### config.mk
export PLATFORM = sky130hd
export DESIGN_NAME = ctu_top
export DESIGN_NICKNAME = d
export VERILOG_FILES = /design/src/ctu_pkg.sv /design/src/ctu_cken_ctl.sv /design/src/ctu_rst_seq.sv /design/src/ctu_rt_regs.sv /design/src/ctu_top.sv
export VERILOG_INCLUDE_DIRS = /design/src /design/src/include
export SDC_FILE = /design/constraint.sdc
export NUM_CORES = 1
export LEC_CHECK = 0
export BUFFER_PORTS_ARGS = -buffer_cell sky130_fd_sc_hd__buf_4
export CAP_MARGIN = 20
export CORE_UTILIZATION = 50
export DETAILED_ROUTE_END_ITERATION = 16
export GPL_ROUTABILITY_DRIVEN = 1
export PLACE_DENSITY = 0.8
export REMOVE_ABC_BUFFERS = 1
export SYNTH_ARGS = -nofsm -noshare
export SYNTH_HDL_FRONTEND = slang
export SYNTH_SLANG_ARGS = --single-unit
### constraint.sdc
create_clock -name cmp_clk -period 4.5 [get_ports cmp_clk]
set_input_delay 0.45 -clock cmp_clk [delete_from_list [all_inputs] [get_ports cmp_clk]]
set_output_delay 0.45 -clock cmp_clk [all_outputs]
set_load 0.005 [all_outputs]
### src/include/ctu_params.svh
`ifndef CTU_PARAMS_SVH
`define CTU_PARAMS_SVH

// Test-register port
`define CTU_RT_DW       32       // Data word width
`define CTU_RT_AW       2        // Word address width

// Register map, word addresses
`define CTU_ADDR_ID     2'd0     // Revision, read only
`define CTU_ADDR_CTRL   2'd1     // Clock selects, force and mode bits
`define CTU_ADDR_CKEN   2'd2     // Cluster enable mask
`define CTU_ADDR_NSTEP  2'd3     // Burst start, burst and reset status

// Reset sequencing
`define CTU_RST_DLY     16       // Cycles until pre-reset release
`define CTU_RST_PIPE    3        // Global reset pipe depth

// Burst clocking
`define CTU_NSTEP_W     8        // Burst count width

// Revision nibbles
`define CTU_JTAG_ID     4'h1
`define CTU_MASK_MAJOR  4'h2
`define CTU_MASK_MINOR  4'h0

`endif

### src/ctu_pkg.sv
`include "ctu_params.svh"

package ctu_pkg;

   // Test-register request, held by the master until ack
   typedef struct packed {
      logic                  valid;
      logic                  read_write;   // 1 = read
      logic [`CTU_RT_AW-1:0] addr;
      logic [`CTU_RT_DW-1:0] data;
   } rt_req_t;

   typedef struct packed {
      logic                  ack;          // One cycle per request
      logic [`CTU_RT_DW-1:0] data;         // Valid with ack on reads
   } rt_rsp_t;

   // Clock switch source, code 3 rejected on write
   typedef enum logic [1:0] {
      CLK_SRC_PLL    = 2'd0,
      CLK_SRC_BYPASS = 2'd1,
      CLK_SRC_TCK    = 2'd2
   } clk_src_e;

   typedef struct packed {
      logic tck;      // Bit 2
      logic bypass;   // Bit 1
      logic pll;      // Bit 0
   } clk_sel_oh_t;

   // Cluster clock enables
   typedef struct packed {
      logic [7:0] spc;     // Cores, cmp group
      logic [3:0] sctag;   // L2 tags, cmp group
      logic       fpu;     // Cmp group
      logic       iob;     // Jbus group
      logic       jbi;     // Jbus group
      logic       dram;    // Dram group
   } cken_t;

   typedef struct packed {
      logic jbus;
      logic dram;
      logic cmp;
   } domain_t;

   typedef enum logic [1:0] {
      RST_NONE  = 2'd0,
      RST_PWRON = 2'd1,
      RST_WARM  = 2'd2
   } rst_cause_e;

   // Register views of the one data word
   typedef struct packed {
      logic [`CTU_RT_DW-13:0] pad;
      logic                   nstep_mode;      // Burst gating on
      logic                   scanmode;        // Holds DLL reset released
      logic                   ignore_wrm_rst;  // Masks warm reset
      domain_t                force_cken;      // Group forced on
      clk_src_e               sel_jbus;
      clk_src_e               sel_dram;
      clk_src_e               sel_cpu;
   } ctrl_reg_t;

   typedef struct packed {
      logic [`CTU_RT_DW-`CTU_NSTEP_W-7:0] pad;
      rst_cause_e                         cause;   // Read only
      logic                               busy;    // Read only
      domain_t                            domain;
      logic [`CTU_NSTEP_W-1:0]            count;   // Write count, read remaining
   } nstep_reg_t;

   typedef struct packed {
      logic [`CTU_RT_DW-13:0] pad;
      logic [3:0]             jtag_id;
      logic [3:0]             mask_major;
      logic [3:0]             mask_minor;
   } id_reg_t;

   typedef union packed {
      logic [`CTU_RT_DW-1:0] raw;
      ctrl_reg_t             ctrl;
      nstep_reg_t            nstep;
      id_reg_t               id;
   } rt_word_u;

endpackage

### src/ctu_cken_ctl.sv
`timescale 1ns/1ps
`include "ctu_params.svh"

module ctu_cken_ctl
   import ctu_pkg::*;
(
   input  logic                    cmp_clk,
   input  logic                    rst_n,
   input  logic                    grst_l,
   input  ctrl_reg_t               ctrl,
   input  cken_t                   cken_mask,
   input  logic                    nstep_start,
   input  logic [`CTU_NSTEP_W-1:0] nstep_count,
   input  domain_t                 nstep_domain,
   output cken_t                   cken,
   output logic                    nstep_busy,
   output logic [`CTU_NSTEP_W-1:0] nstep_left
);

   logic    start_ok;    // Start taken, idle and nonzero count
   logic    burst_nxt;   // Burst enable for the next cycle
   domain_t burst_dom;   // Domain of the current or last burst
   domain_t dom_act;     // Domain steered by the burst
   domain_t gate;        // Per-group enable before mask
   cken_t   cken_nxt;

   // Widen a per-domain bit to every cluster of that group
   function automatic cken_t spread(domain_t dom);
      cken_t c;
      c.spc   = {8{dom.cmp}};
      c.sctag = {4{dom.cmp}};
      c.fpu   = dom.cmp;
      c.iob   = dom.jbus;
      c.jbi   = dom.jbus;
      c.dram  = dom.dram;
      return c;
   endfunction

   assign nstep_busy = (nstep_left != '0);
   assign start_ok   = nstep_start && !nstep_busy && (nstep_count != '0);

   // Enable lines up with the count, first cycle already on at load
   assign burst_nxt = start_ok || (nstep_left > `CTU_NSTEP_W'(1));
   assign dom_act   = start_ok ? nstep_domain : burst_dom;

   // Burst down-counter
   always_ff @(posedge cmp_clk or negedge rst_n)
   begin
      if (!rst_n)
      begin
         nstep_left <= '0;
         burst_dom  <= '0;
      end
      else if (start_ok)
      begin
         nstep_left <= nstep_count;
         burst_dom  <= nstep_domain;
      end
      else if (nstep_busy)
         nstep_left <= nstep_left - 1'b1;
   end

   // Burst gating replaces reset gating in the burst domain
   always_comb
   begin
      gate.cmp  = (ctrl.nstep_mode && dom_act.cmp)  ? burst_nxt : grst_l;
      gate.dram = (ctrl.nstep_mode && dom_act.dram) ? burst_nxt : grst_l;
      gate.jbus = (ctrl.nstep_mode && dom_act.jbus) ? burst_nxt : grst_l;
   end

   // Force overrides mask, reset and burst
   assign cken_nxt = (cken_mask & spread(gate)) | spread(ctrl.force_cken);

   always_ff @(posedge cmp_clk or negedge rst_n)
   begin
      if (!rst_n)
         cken <= '0;
      else
         cken <= cken_nxt;
   end

endmodule

### src/ctu_rst_seq.sv
`timescale 1ns/1ps
`include "ctu_params.svh"

module ctu_rst_seq
   import ctu_pkg::*;
(
   input  logic       cmp_clk,
   input  logic       rst_n,
   input  logic       warm_rst_l,
   input  ctrl_reg_t  ctrl,
   output logic       grst_l,
   output logic       iodll_rst_l,
   output rst_cause_e rst_cause
);

   localparam int CNT_W = $clog2(`CTU_RST_DLY + 1);

   logic [CNT_W-1:0]         dly_cnt;     // Cycles since sequence start
   logic                     pre_rst_l;   // Release into the pipe
   logic [`CTU_RST_PIPE-1:0] rst_pipe;
   logic                     warm_hit;    // Unmasked warm reset sample

   assign warm_hit  = !warm_rst_l && !ctrl.ignore_wrm_rst;
   assign pre_rst_l = (dly_cnt == CNT_W'(`CTU_RST_DLY));

   // Delay counter, saturates at release
   always_ff @(posedge cmp_clk or negedge rst_n)
   begin
      if (!rst_n)
         dly_cnt <= '0;
      else if (warm_hit)
         dly_cnt <= '0;                  // Restart on warm reset
      else if (!pre_rst_l)
         dly_cnt <= dly_cnt + 1'b1;
   end

   // Global reset pipe
   always_ff @(posedge cmp_clk or negedge rst_n)
   begin
      if (!rst_n)
         rst_pipe <= '0;
      else if (warm_hit)
         rst_pipe <= '0;                 // Drops grst_l next edge
      else
         rst_pipe <= {rst_pipe[`CTU_RST_PIPE-2:0], pre_rst_l};
   end

   // Cause of the last reset
   always_ff @(posedge cmp_clk or negedge rst_n)
   begin
      if (!rst_n)
         rst_cause <= RST_PWRON;
      else if (warm_hit)
         rst_cause <= RST_WARM;
   end

   assign grst_l = rst_pipe[`CTU_RST_PIPE-1];

   // Scan mode keeps the DLLs out of reset
   assign iodll_rst_l = grst_l | ctrl.scanmode;

endmodule

### src/ctu_rt_regs.sv
`timescale 1ns/1ps
`include "ctu_params.svh"

module ctu_rt_regs
   import ctu_pkg::*;
(
   input  logic                    cmp_clk,
   input  logic                    rst_n,
   input  rt_req_t                 rt_req,
   input  rst_cause_e              rst_cause,
   input  logic                    nstep_busy,
   input  logic [`CTU_NSTEP_W-1:0] nstep_left,
   output rt_rsp_t                 rt_rsp,
   output ctrl_reg_t               ctrl,
   output cken_t                   cken_mask,
   output logic                    nstep_start,
   output logic [`CTU_NSTEP_W-1:0] nstep_count,
   output domain_t                 nstep_domain,
   output clk_sel_oh_t             sel_cpu,
   output clk_sel_oh_t             sel_dram,
   output clk_sel_oh_t             sel_jbus
);

   rt_word_u              wr_word;     // Write data seen through the addressed view
   rt_word_u              rd_word;     // Read mux
   ctrl_reg_t             ctrl_nxt;    // CTRL after legality filter
   logic                  ack_q;
   logic                  accept;      // Request taken this edge
   logic                  wr_en;
   logic                  rd_en;
   logic [`CTU_RT_DW-1:0] rd_data_q;

   // Only the three listed sources pass
   function automatic logic src_legal(clk_src_e src);
      return (src == CLK_SRC_PLL) || (src == CLK_SRC_BYPASS) || (src == CLK_SRC_TCK);
   endfunction

   function automatic clk_sel_oh_t to_onehot(clk_src_e src);
      clk_sel_oh_t oh;
      oh = '0;
      case (src)
         CLK_SRC_BYPASS: oh.bypass = 1'b1;
         CLK_SRC_TCK:    oh.tck    = 1'b1;
         default:        oh.pll    = 1'b1;   // Stored code is never illegal
      endcase
      return oh;
   endfunction

   // No new accept during our own ack cycle
   assign accept  = rt_req.valid && !ack_q;
   assign wr_en   = accept && !rt_req.read_write;
   assign rd_en   = accept && rt_req.read_write;
   assign wr_word = rt_word_u'(rt_req.data);

   // Illegal select codes keep the old source
   always_comb
   begin
      ctrl_nxt     = wr_word.ctrl;
      ctrl_nxt.pad = '0;
      if (!src_legal(wr_word.ctrl.sel_cpu))
         ctrl_nxt.sel_cpu = ctrl.sel_cpu;
      if (!src_legal(wr_word.ctrl.sel_dram))
         ctrl_nxt.sel_dram = ctrl.sel_dram;
      if (!src_legal(wr_word.ctrl.sel_jbus))
         ctrl_nxt.sel_jbus = ctrl.sel_jbus;
   end

   always_comb
   begin
      rd_word = '0;
      case (rt_req.addr)
         `CTU_ADDR_ID:
         begin
            rd_word.id.jtag_id    = `CTU_JTAG_ID;
            rd_word.id.mask_major = `CTU_MASK_MAJOR;
            rd_word.id.mask_minor = `CTU_MASK_MINOR;
         end
         `CTU_ADDR_CTRL:
            rd_word.ctrl = ctrl;
         `CTU_ADDR_CKEN:
            rd_word.raw[$bits(cken_t)-1:0] = cken_mask;   // Low half only
         default:
         begin
            rd_word.nstep.count = nstep_left;   // Remaining burst cycles
            rd_word.nstep.busy  = nstep_busy;
            rd_word.nstep.cause = rst_cause;
         end
      endcase
   end

   // Handshake and control registers
   always_ff @(posedge cmp_clk or negedge rst_n)
   begin
      if (!rst_n)
      begin
         ack_q       <= 1'b0;
         ctrl        <= '0;   // All selects PLL, modes off
         cken_mask   <= '0;
         nstep_start <= 1'b0;
      end
      else
      begin
         ack_q       <= accept;
         nstep_start <= wr_en && (rt_req.addr == `CTU_ADDR_NSTEP);   // One-cycle pulse
         if (wr_en && (rt_req.addr == `CTU_ADDR_CTRL))
            ctrl <= ctrl_nxt;
         if (wr_en && (rt_req.addr == `CTU_ADDR_CKEN))
            cken_mask <= cken_t'(wr_word.raw[$bits(cken_t)-1:0]);
      end
   end

   // Read data and burst parameters
   always_ff @(posedge cmp_clk)
   begin
      if (rd_en)
         rd_data_q <= rd_word.raw;
      if (wr_en && (rt_req.addr == `CTU_ADDR_NSTEP))
      begin
         nstep_count  <= wr_word.nstep.count;
         nstep_domain <= wr_word.nstep.domain;
      end
   end

   assign rt_rsp = '{ack: ack_q, data: rd_data_q};

   // Clock switch selects, one-hot by construction
   assign sel_cpu  = to_onehot(ctrl.sel_cpu);
   assign sel_dram = to_onehot(ctrl.sel_dram);
   assign sel_jbus = to_onehot(ctrl.sel_jbus);

endmodule

### src/ctu_top.sv
`timescale 1ns/1ps
`include "ctu_params.svh"

module ctu_top
   import ctu_pkg::*;
(
   input  logic        cmp_clk,
   input  logic        rst_n,
   input  logic        warm_rst_l,
   input  rt_req_t     rt_req,
   output rt_rsp_t     rt_rsp,
   output cken_t       cken,
   output clk_sel_oh_t sel_cpu,
   output clk_sel_oh_t sel_dram,
   output clk_sel_oh_t sel_jbus,
   output logic        grst_l,
   output logic        iodll_rst_l
);

   ctrl_reg_t               ctrl;           // Control word to sequencer and gating
   cken_t                   cken_mask;
   logic                    nstep_start;
   logic [`CTU_NSTEP_W-1:0] nstep_count;
   domain_t                 nstep_domain;
   logic                    nstep_busy;
   logic [`CTU_NSTEP_W-1:0] nstep_left;     // Burst status back to registers
   rst_cause_e              rst_cause;

   ctu_rt_regs u_rt_regs (
      .cmp_clk      (cmp_clk),
      .rst_n        (rst_n),
      .rt_req       (rt_req),
      .rst_cause    (rst_cause),
      .nstep_busy   (nstep_busy),
      .nstep_left   (nstep_left),
      .rt_rsp       (rt_rsp),
      .ctrl         (ctrl),
      .cken_mask    (cken_mask),
      .nstep_start  (nstep_start),
      .nstep_count  (nstep_count),
      .nstep_domain (nstep_domain),
      .sel_cpu      (sel_cpu),
      .sel_dram     (sel_dram),
      .sel_jbus     (sel_jbus)
   );

   ctu_rst_seq u_rst_seq (
      .cmp_clk      (cmp_clk),
      .rst_n        (rst_n),
      .warm_rst_l   (warm_rst_l),
      .ctrl         (ctrl),
      .grst_l       (grst_l),
      .iodll_rst_l  (iodll_rst_l),
      .rst_cause    (rst_cause)
   );

   ctu_cken_ctl u_cken_ctl (
      .cmp_clk      (cmp_clk),
      .rst_n        (rst_n),
      .grst_l       (grst_l),
      .ctrl         (ctrl),
      .cken_mask    (cken_mask),
      .nstep_start  (nstep_start),
      .nstep_count  (nstep_count),
      .nstep_domain (nstep_domain),
      .cken         (cken),
      .nstep_busy   (nstep_busy),
      .nstep_left   (nstep_left)
   );

endmodule

# == Word-level counts from Yosys, hierarchy flattened ==
# Index checks and enable logic that the tools add are counted.
# W data, S select, Z words.
# word_totals
out_inout_bits,60
reg_bits,94
# classes
bitwise,3
reduce_logical,38
eq_ne,17
order_cmp,1
mux,22
n_addsub,2
# ops
operator,n
$pmux W8 S3,1
$and A16 B16 Y16,1
$eq A2 B2 Y1 const B,8
$mux W8,2
$or A16 B16 Y16,1
$reduce_bool A8 Y1,2
$eq A2 B1 Y1 const B,7
$logic_and A1 B1 Y1,12
$mux W1,12
$mux W5,2
$pmux W3 S3,1
$gt A8 B1 Y1 const B,1
$logic_not A2 Y1,4
$reduce_or A2 Y1,4
$sub A8 B1 Y8 const B,1
$logic_or A1 B1 Y1,7
$mux W3,2
$reduce_and A2 Y1,3
$add A5 B1 Y5 const B,1
$eq A5 B5 Y1 const B,1
$logic_not A1 Y1,5
$pmux W2 S2,1
$pmux W1 S3,1
$ne A2 B2 Y1 const B,1
other kinds (2),2

# == Depth between registers and ports, before layout ==
# Gate-level depths: netlist of run 1.
# depth
ltp_word,9
mapped_depth,8
depth_no_buf,6

# == Modules after synthesis ==
# Synthesis of run 1 repeated with hierarchy kept, for this count alone.
# hier_totals
cells_unflattened,383
area_unflattened_um2,4662.0
# modules_own_cells
mod,cells_per_inst,area_per_inst_um2,seq_area_each_um2,instances
ctu_rt_regs,190,2603.7,1561.5,1
ctu_cken_ctl,153,1590.3,675.6,1
ctu_rst_seq,40,467.9,251.5,1

# == Worst setup path after synthesis of run 1 ==
# Ideal clock, no wire load.
# synth_timing
kind,register to register
from,register u_rt_regs.nstep_count[5]
to,register u_cken_ctl.cken[10] (netlist name)
arrival_ns,1.871
path_stages_with_launch,7
setup_slack_ns,2.487
required_time_ns,4.358
cell_sequence,edfxtp_1 > or4_4 > o21a_4 > and2_4 > nor4_4 > buf_6 > a211oi_1
# synth_rtl
item,line_no,text
start: declaration,ctu_rt_regs.sv:17,"output logic [`CTU_NSTEP_W-1:0] nstep_count,"
start signal: assignment,ctu_rt_regs.sv:119,nstep_count <= wr_word.nstep.count;

==> results, run 1 <==
- For the final database, setup skew stands at 11.3 ps.
- The number of gates resized after cts is 0.
- The number of clock buffers added by TritonCTS is 9.
- The number of antenna violations at the first check in global routing is 0.
- Among all cell types in the netlist, the one instantiated most often is sky130_fd_sc_hd__dfrtp_1.
- The starting utilization of the core area is 51.3%.
- In the synthesized netlist the dominant register cell turns out to be sky130_fd_sc_hd__dfrtp_1.
- The synthesized-area fraction occupied by ao, oa, aoi and oai cells is 10.4%.
- Final hold analysis gives a worst-case slack of 194 ps.
- Each instance of the synthesized netlist takes up on average 12.7 um^2.
- The placement row count is 33.
- The share of Yosys cell area claimed by the top area cell type is 39.4%.
- The synthesized-area fraction occupied by xor and xnor cells is 1.67%.
- The finished layout holds 502 standard cells, fillers aside.
- In the synthesized netlist, the number of instances is 330.
- The summed instance area of the synthesized netlist is 0.00419 mm^2.
- The post-CTS setup-driven buffer insertion count is 0.
- The deepest level of the CTS H-tree is 3.
- STA classifies the critical path endpoint as a register.
- The number of remaining DRC errors is 0.
- The time the final worst path needs with I/O delays and setup is 2400 ps.
- The peak per-stage delay on the critical path is 700 ps.
- After synthesis the netlist holds a flip-flop and latch count of 94.
- The post-placement cell count is 486.
- The die height is 93.6 um.
- The overall track demand over capacity in global routing is 21.5%.
- By area, the combinational part of the netlist is dominated by simple AND/OR/NAND/NOR gates.
- The final setup TNS is 0 ps.
- For this run, the share of the core covered by cells in the final layout is 59.4%.
- Setup repair after global routing left no endpoint under its margin.
- Max-cap violations in this run came to 0.
- The type of the most critical hold path is in -> async.
- After clock tree synthesis, the clock-pin slew on the worst setup and hold paths is 90 ps.
- The clock tree from TritonCTS is done.
- Walking the worst path, the cells encountered are or4_4 > o21a_4 > and2_4 > nor4_4 > a211oi_1.
- The share of flip-flops with an asynchronous set or reset is 71.3%.
- After detailed routing, the average wire length per cell comes to 17.0 um.
- By count the netlist is led by sky130_fd_sc_hd__dfrtp_1, sky130_fd_sc_hd__nor2_1, sky130_fd_sc_hd__mux2_2.
- The arrival time at the worst endpoint is 2590 ps.
- Yosys attributes the largest share of cell area to sky130_fd_sc_hd__dfrtp_1, sky130_fd_sc_hd__edfxtp_1, sky130_fd_sc_hd__mux2_2.
- Together, buffers and inverters on the worst path number 0.
- Wires add up to 8520 um.
- The area taken by flip-flops and latches is 0.00249 mm^2.
- The number of global-route vias before repair is 2732.
- The flow ran to the end, and the final reports show no timing, DRC or antenna violations.
- Multiplexer cells account for 8.74% of the synthesized area.
- The via density per instance is 5.45.
- The worst reg-to-reg path cell count is 5.
- The maximum number of pins on one net before global-route repair is 68.
- Of the total synthesized cell area, the portion taken by full adders, half adders and majority gates is 3.28%.
- The synthesized netlist devotes 10.9% of its cell area to simple gates.
- CTS saw 94 sinks.
- The worst-skew pair later-pin latency is 360 ps.
- Broken down by cell family, the worst path's largest delay share belongs to simple AND/OR/NAND/NOR gates.
- The maximum buffer depth of the clock tree is 2.
- The total iterations of the first detailed-routing run is 4.
- The global-route wire length before repair is 13900 um.
- The kind of critical path is reg -> reg.
- Once detailed placement completed, the half-perimeter wirelength came to 5780 um.
- The cell with the largest stage delay on the worst path is sky130_fd_sc_hd__nor4_4.
- The region available for standard cell placement spans 0.00818 mm^2.
- The largest area contributor in the netlist is sky130_fd_sc_hd__dfrtp_1.
- The root buffer cell is sky130_fd_sc_hd__clkbuf_8.
- 99 I/O pins were placed.
- The number of nets in the layout is 442.
- The number of enable flip-flop cells after synthesis is 27.
- During synthesis, Yosys emitted a total of 0 warnings.
- After global routing the overflow that remains totals 0.
- Headroom to the max-slew limit came out at 36.3%.
- The floorplan step set the die width to 93.6 um.
- At the end of routability-driven placement, the weighted congestion stood at 0.828.
- After layout, the worst path uses 53.4% of the clock period.
- At the worst endpoint, the required time is 4690 ps.
- The final max-slew violation count is 0.
- The cts-stage hold buffer count is 0.
- The worst setup path is launched from a register.
- For this block, the initial DRC count from the detailed router was 144.
- In this run the remaining antenna-violating nets after routing total 0.
- IR analysis of the VDD net gives a maximum drop of 170 uV.
- The number of distinct library cells after synthesis is 47.
- Sequential cells were found to cover 59.3% of the synthesized design area.
- The highest net fanout along the worst path is 13.
- In this run the power density over the cells is 465 mW/mm^2.
- The maximum operating frequency is 0.416 GHz.
- The die covers 0.00876 mm^2.
- The number of diodes is 0.
- The final setup violation count is 0.
- The total count of hold-check failures in the final report was 0.
- In the final layout, the share of cells above drive strength 1 is 32.2%.
- The cell leakage power is 2.14 nW.
- The number of input and output port buffers inserted is 66.
- The number of inserted filler cells in the final layout is 657.
- The vias after detailed routing is 2738.
- The slew at the pin closest to its max-slew limit is 956 ps.
- The critical path runs through a total of 5 cells.
- The combined area of the multi-input logic cells is 0.00153 mm^2.
- The area growth from synthesis to layout is 15.7%.
## flip-flops by register name, summed over array words and instances, names as in the netlist
register,flops
u_rst_seq.rst_pipe,3
u_rt_regs.nstep_count,8
u_rt_regs.nstep_start,1
u_rst_seq.dly_cnt,5
u_rt_regs.nstep_domain,3
u_rt_regs.ack_q,1
u_rst_seq.rst_cause,2
u_cken_ctl.cken,16
u_cken_ctl.burst_dom,3
u_rt_regs.ctrl,12
u_rt_regs.cken_mask,16
u_cken_ctl.nstep_left,8
u_rt_regs.rd_data_q,16
## metrics by stage
stage               power (mW)  worst slack [ps]  area [um^2]
finish                    2.26              2100         4850
detailed placement        1.78              2110         4690
CTS                       2.27              2100         4850
global placement          1.75              2130         4690
global route              2.39              1940         4850
floorplan                 1.52              2420         4050
## layer usage
layer	part of all wire [%]	routed length, um	GRT usage [%]
met1	40	3450	27.5
met2	52	4470	35.0
met3	5.8	493	4.07
met4	1.3	110	10.5
met5	0	0	0
## cell families after synthesis
| group | after synthesis |
|---|---|
| muxes | 33 |
| and+or+nand+nor | 85 |
| buffers and inverters | 41 |
| other | 1 |
| DFF | 94 |
| adders and majority gates | 11 |
| xor gates and xnor gates | 8 |
| AOI/OAI and AO/OA | 57 |
## cell type report
| cell class | count | share of cell area (%) |
|---|---|---|
| sequential | 94 | 51.3 |
| inverter | 10 | 0.773 |
| clock buffer | 10 | 2.63 |
| clock inverter | 6 | 0.773 |
| timing repair buffer | 67 | 10.4 |
| tap | 105 | 2.71 |
| multi-input combinational | 210 | 31.5 |
## placed cells by master, fill, tap and decap left out, types with 7 or more instances in the layout
cell type                  count
sky130_fd_sc_hd__a211oi_1     19
sky130_fd_sc_hd__nor2b_1      11
sky130_fd_sc_hd__ha_1         11
sky130_fd_sc_hd__a21oi_1       7
sky130_fd_sc_hd__edfxtp_1     27
sky130_fd_sc_hd__nand3_1       9
sky130_fd_sc_hd__mux2_2       29
sky130_fd_sc_hd__inv_1        10
sky130_fd_sc_hd__nor2_1       33
sky130_fd_sc_hd__clkbuf_8      9
sky130_fd_sc_hd__dfrtp_1      66
sky130_fd_sc_hd__buf_4        67
sky130_fd_sc_hd__o21ai_0       7
sky130_fd_sc_hd__a22o_1       10
sky130_fd_sc_hd__conb_1       16
## path summary, 6_finish.rpt
| check | from | slack [ps] | to |
|---|---|---|---|
| worst max-delay path | u_rt_regs.nstep_count[0] | 2100 | u_cken_ctl.cken[10] |
| max in group asynchronous | rst_n | 3750 | u_rt_regs.nstep_start |
| min in group cmp_clk | rt_req[0] | 280 | u_rt_regs.nstep_count[0] |
| worst min register to register | u_rt_regs.ack_q | 460 | u_rt_regs.ack_q |
| worst min-delay path | rst_n | 190 | u_cken_ctl.cken[11] |
| worst max register to register | u_rt_regs.nstep_count[0] | 2100 | u_cken_ctl.cken[10] |
## worst register-to-register path: stages (launching register included)
cell                       delay (ps)
sky130_fd_sc_hd__edfxtp_1         430
sky130_fd_sc_hd__or4_4            570
sky130_fd_sc_hd__o21a_4           240
sky130_fd_sc_hd__and2_4           180
sky130_fd_sc_hd__nor4_4           700
sky130_fd_sc_hd__a211oi_1         120
## power breakdown
group / leakage [nW] / internal (mW) / switching (mW)
clock: 0.0801 / 0.199 / 0.294
combinational: 0.976 / 0.306 / 0.249
sequential: 1.08 / 1.05 / 0.152
total: 2.14 / 1.56 / 0.695
No activity file was read; power rests on OpenSTA's default activity.
==> run 2: changes to the inputs <==
==> constraint.sdc (replaced) <==
create_clock -name cmp_clk -period 2.3 [get_ports cmp_clk]
set_input_delay 0.23 -clock cmp_clk [delete_from_list [all_inputs] [get_ports cmp_clk]]
set_output_delay 0.23 -clock cmp_clk [all_outputs]
set_load 0.005 [all_outputs]
==> run 2 against run 1 <==
Effect of this change:
- the run now ends with negative hold slack left
- clock power up 140%
- sequential power grew 95%
- cell area up 2.2%
- largest cell class unchanged
- critical endpoint is now u_cken_ctl.cken[15]
- clock skew about the same
- critical path type unchanged
- power is 110% higher
- final cell count rose by 1.4%
- via count rose by 0.44%
- register-to-register slack worse by 1900 ps
- first-iteration DRC count down 2.8%
- sequential share of layout area down 1.1 points
- core utilization up 1.3 points
- worst setup slack got worse by 1900 ps
- largest power group unchanged
==> results, run 2 (synthesis gave the netlist of run 1 again) <==
- The run finished, with violations left.
- The checks that failed: negative hold slack.
- The register share of total power was 50.6% (-2.9 points).
- The wire length per cell was 16.8 um (-0.90%).
- The tree is rooted in a sky130_fd_sc_hd__clkbuf_8.
- The worst setup path is captured at a register.
- The internal power was 3.29 mW (+110%).
- In this run the worst hold path is classified as in -> async.
- The tightest slew margin relative to the limit came to 44.4% (+8.1 points).
- The origin of the critical flop-to-flop path is u_rt_regs.nstep_count[5].
- The maximum buffer depth of the clock tree is 2 (unchanged).
- The overall track demand over capacity in global routing is 21.1% (-0.34 points).
- The highest net fanout along the worst path was 13 (unchanged).
- The vias after detailed routing is 2750 (+0.44%).
- The switching part of the total power is 29.4% (-1.4 points).
- The final max-slew violation count is 0 (unchanged).
- The DRC marker count from the first detailed-route iteration is 140 (-2.8%).
- STA classifies the critical path startpoint as a register.
- The final setup TNS is 0 ps (unchanged).
- The final antenna-violating net count is 0 (unchanged).
- TritonCTS built the clock tree.
- The die height is 93.6 um (unchanged).
- The number of input and output port buffers inserted was 66 (unchanged).
- The cell leakage power was 2.20 nW (+2.8%).
- The global placer's final weighted congestion is 0.826 (-0.24%).
- The share of post-route cells with drive strength above 1 is 33.9% (+1.7 points).
- The global-route wire length before repair is 13700 um (-1.5%).
- The cts-stage hold buffer count came to 0 (unchanged).
- The number of gates resized after cts is 0 (unchanged).
- The number of nets in the layout is 449 (+1.6%).
- The number of antenna violations at the first check in global routing is 0 (unchanged).
- The maximum number of pins on one net before global-route repair is 68 (unchanged).
- The post-CTS setup-driven buffer insertion count is 0 (unchanged).
- Leaving out fill and tap cells, the most frequent cell in the layout is sky130_fd_sc_hd__buf_4.
- The routed wire length is 8570 um (+0.48%).
- The time the final worst path needs with I/O delays and setup is 2130 ps (-273 ps).
- The number of remaining DRC errors is 0 (unchanged).
- The slew at the pin closest to its max-slew limit came to 834 ps (-122 ps).
- The clock-pin slew reported for the worst setup and hold paths after clock tree synthesis is 90 ps (about the same).
- The via density per instance is 5.40 (-0.94%).
- The sum of overflow across all layers after global routing was 0 (unchanged).
- The clock tree skew after final layout is 10.9 ps (-0.425 ps).
- The most critical setup path has its endpoint at u_cken_ctl.cken[15].
- The maximum operating frequency is 0.469 GHz (+13%).
- The clock share of power was 25.5% (+3.6 points).
- The area of the core is 0.00818 mm^2 (unchanged).
- The post-route fraction of the period consumed by the critical path is 92.6% (+39 points).
- The deepest level of the CTS H-tree was 3 (unchanged).
- In this run the critical register-to-register path is captured at u_cken_ctl.cken[15].
- The max-capacitance violation count is 0 (unchanged).
- The full die area is 0.00876 mm^2 (unchanged).
- The worst reg-to-reg path cell count is 6 (+1).
- The switching power summed over all nets is 1.37 mW (+97%).
- The number of buffers inserted during clock tree synthesis is 9 (unchanged).
- The HPWL reported at the end of detailed placement is 5960 um (+3.0%).
- The setup slack of the most critical reg-to-reg path is 170 ps (-1930 ps).
- The placement row count came to 33 (unchanged).
- The die width was 93.6 um (unchanged).
- The area growth from synthesis to layout is 18.3%.
- The worst setup path startpoint is u_rt_regs.nstep_count[5].
- The arrival time at the worst endpoint is 2350 ps (-240 ps).
- The largest registers in the layout are u_cken_ctl.cken: 16 flops, u_rt_regs.cken_mask: 16 flops, u_rt_regs.rd_data_q: 16 flops.
- The power density of the placed cells was 939 mW/mm^2 (+100%).
- Setup repair after global routing left no endpoint under its margin.
- The clock sink count is 94 (unchanged).
- The starting utilization of the core area is 51.3% (unchanged).
- The final setup violation count is 0 (unchanged).
- The worst IR drop on VDD came to 482 uV (+180%).
- The number of global-route vias before repair came to 2783 (+1.9%).
- The power share of the combinational group is 23.8% (-0.8 points).
- The required time of the worst setup path is 2520 ps (-2170 ps).
- In the layout the commonest cells are sky130_fd_sc_hd__buf_4, sky130_fd_sc_hd__dfrtp_1, sky130_fd_sc_hd__nor2_1.
- The worst hold margin is -47.1 ps (-241 ps).
- The number of diodes is 0 (unchanged).
- The count of pins on the block boundary was 99 (unchanged).
- The total count of hold-check failures in the final report is 44 (+44).
- The worst setup path is of the reg -> reg kind.
- The final core utilization is 60.7% (+1.3 points).
- The worst-skew pair later-pin latency came to 360 ps (about the same).
- The total iterations of the first detailed-routing run is 4 (unchanged).
[run 2: through the flow]
step | total power, mW | std cells | setup WS [ps] | hold slack [ps] | area (um^2)
6_report | 4.66 | 509 | 170 | -47.1 | 4960
5_1_grt | 4.91 | 509 | 75.3 | 39.4 | 4960
4_1_cts | 4.69 | 509 | 167 | 2.23 | 4960
3_5_place_dp | 3.51 | 493 | 187 | 391 | 4740
3_3_place_gp | 3.44 | 493 | 228 | 384 | 4740
2_1_floorplan | 2.97 | 314 | 216 | -65.6 | 4050
[run 2: per-layer routing]
| layer | vias up | part of all wire (%) | GRT usage (%) |
|---|---|---|---|
| met1 | 1385 | 43 | 26.1 |
| met4 | 0 | 2.3 | 9.36 |
| met2 | 72 | 51 | 36.1 |
| met3 | 15 | 3.5 | 4.07 |
| met5 | - | 0 | 0 |
| li1 | 1278 | - | - |
[run 2: power groups by stage]
stage / clock, mW / combinational [mW] / sequential, mW
3_5_place_dp: 0 / 1.11 / 2.40
2_1_floorplan: 0 / 0.645 / 2.32
4_1_cts: 1.21 / 1.12 / 2.36
5_1_grt: 1.27 / 1.24 / 2.41
6_report: 1.19 / 1.11 / 2.36
3_3_place_gp: 0 / 1.05 / 2.38
[run 2: worst min path at each step]
| stage | from | end | slack [ps] | depth (start not counted) |
|---|---|---|---|---|
| detailed placement | rst_n | u_cken_ctl.cken[11] | 390 | 1 |
| finish | rst_n | u_rt_regs.cken_mask[8] | -50 | 1 |
| global placement | rst_n | u_cken_ctl.cken[11] | 380 | 1 |
| global route | rst_n | u_rt_regs.cken_mask[8] | 40 | 1 |
| CTS | rst_n | u_rt_regs.cken_mask[1] | 2 | 1 |
| floorplan | rst_n | u_cken_ctl.burst_dom[0] | -70 | 0 |
[run 2: layout make-up]
| type | instances | area (um^2) |
|---|---|---|
| Tap cell | 105 | 131 |
| Timing Repair Buffer | 74 | 556 |
| Sequential cell | 94 | 2490 |
| Fill cell | 633 | 3210 |
| Multi-Input combinational cell | 210 | 1530 |
| Clock buffer | 9 | 124 |
| Clock inverter | 7 | 97.6 |
| Inverter | 10 | 37.5 |
[run 2: critical path: stages (launching register included)]
cell	delay, ps
sky130_fd_sc_hd__edfxtp_1	400
sky130_fd_sc_hd__or4_4	590
sky130_fd_sc_hd__o21a_4	260
sky130_fd_sc_hd__and2_4	170
sky130_fd_sc_hd__nor4_4	240
sky130_fd_sc_hd__buf_4	250
sky130_fd_sc_hd__a211oi_1	80
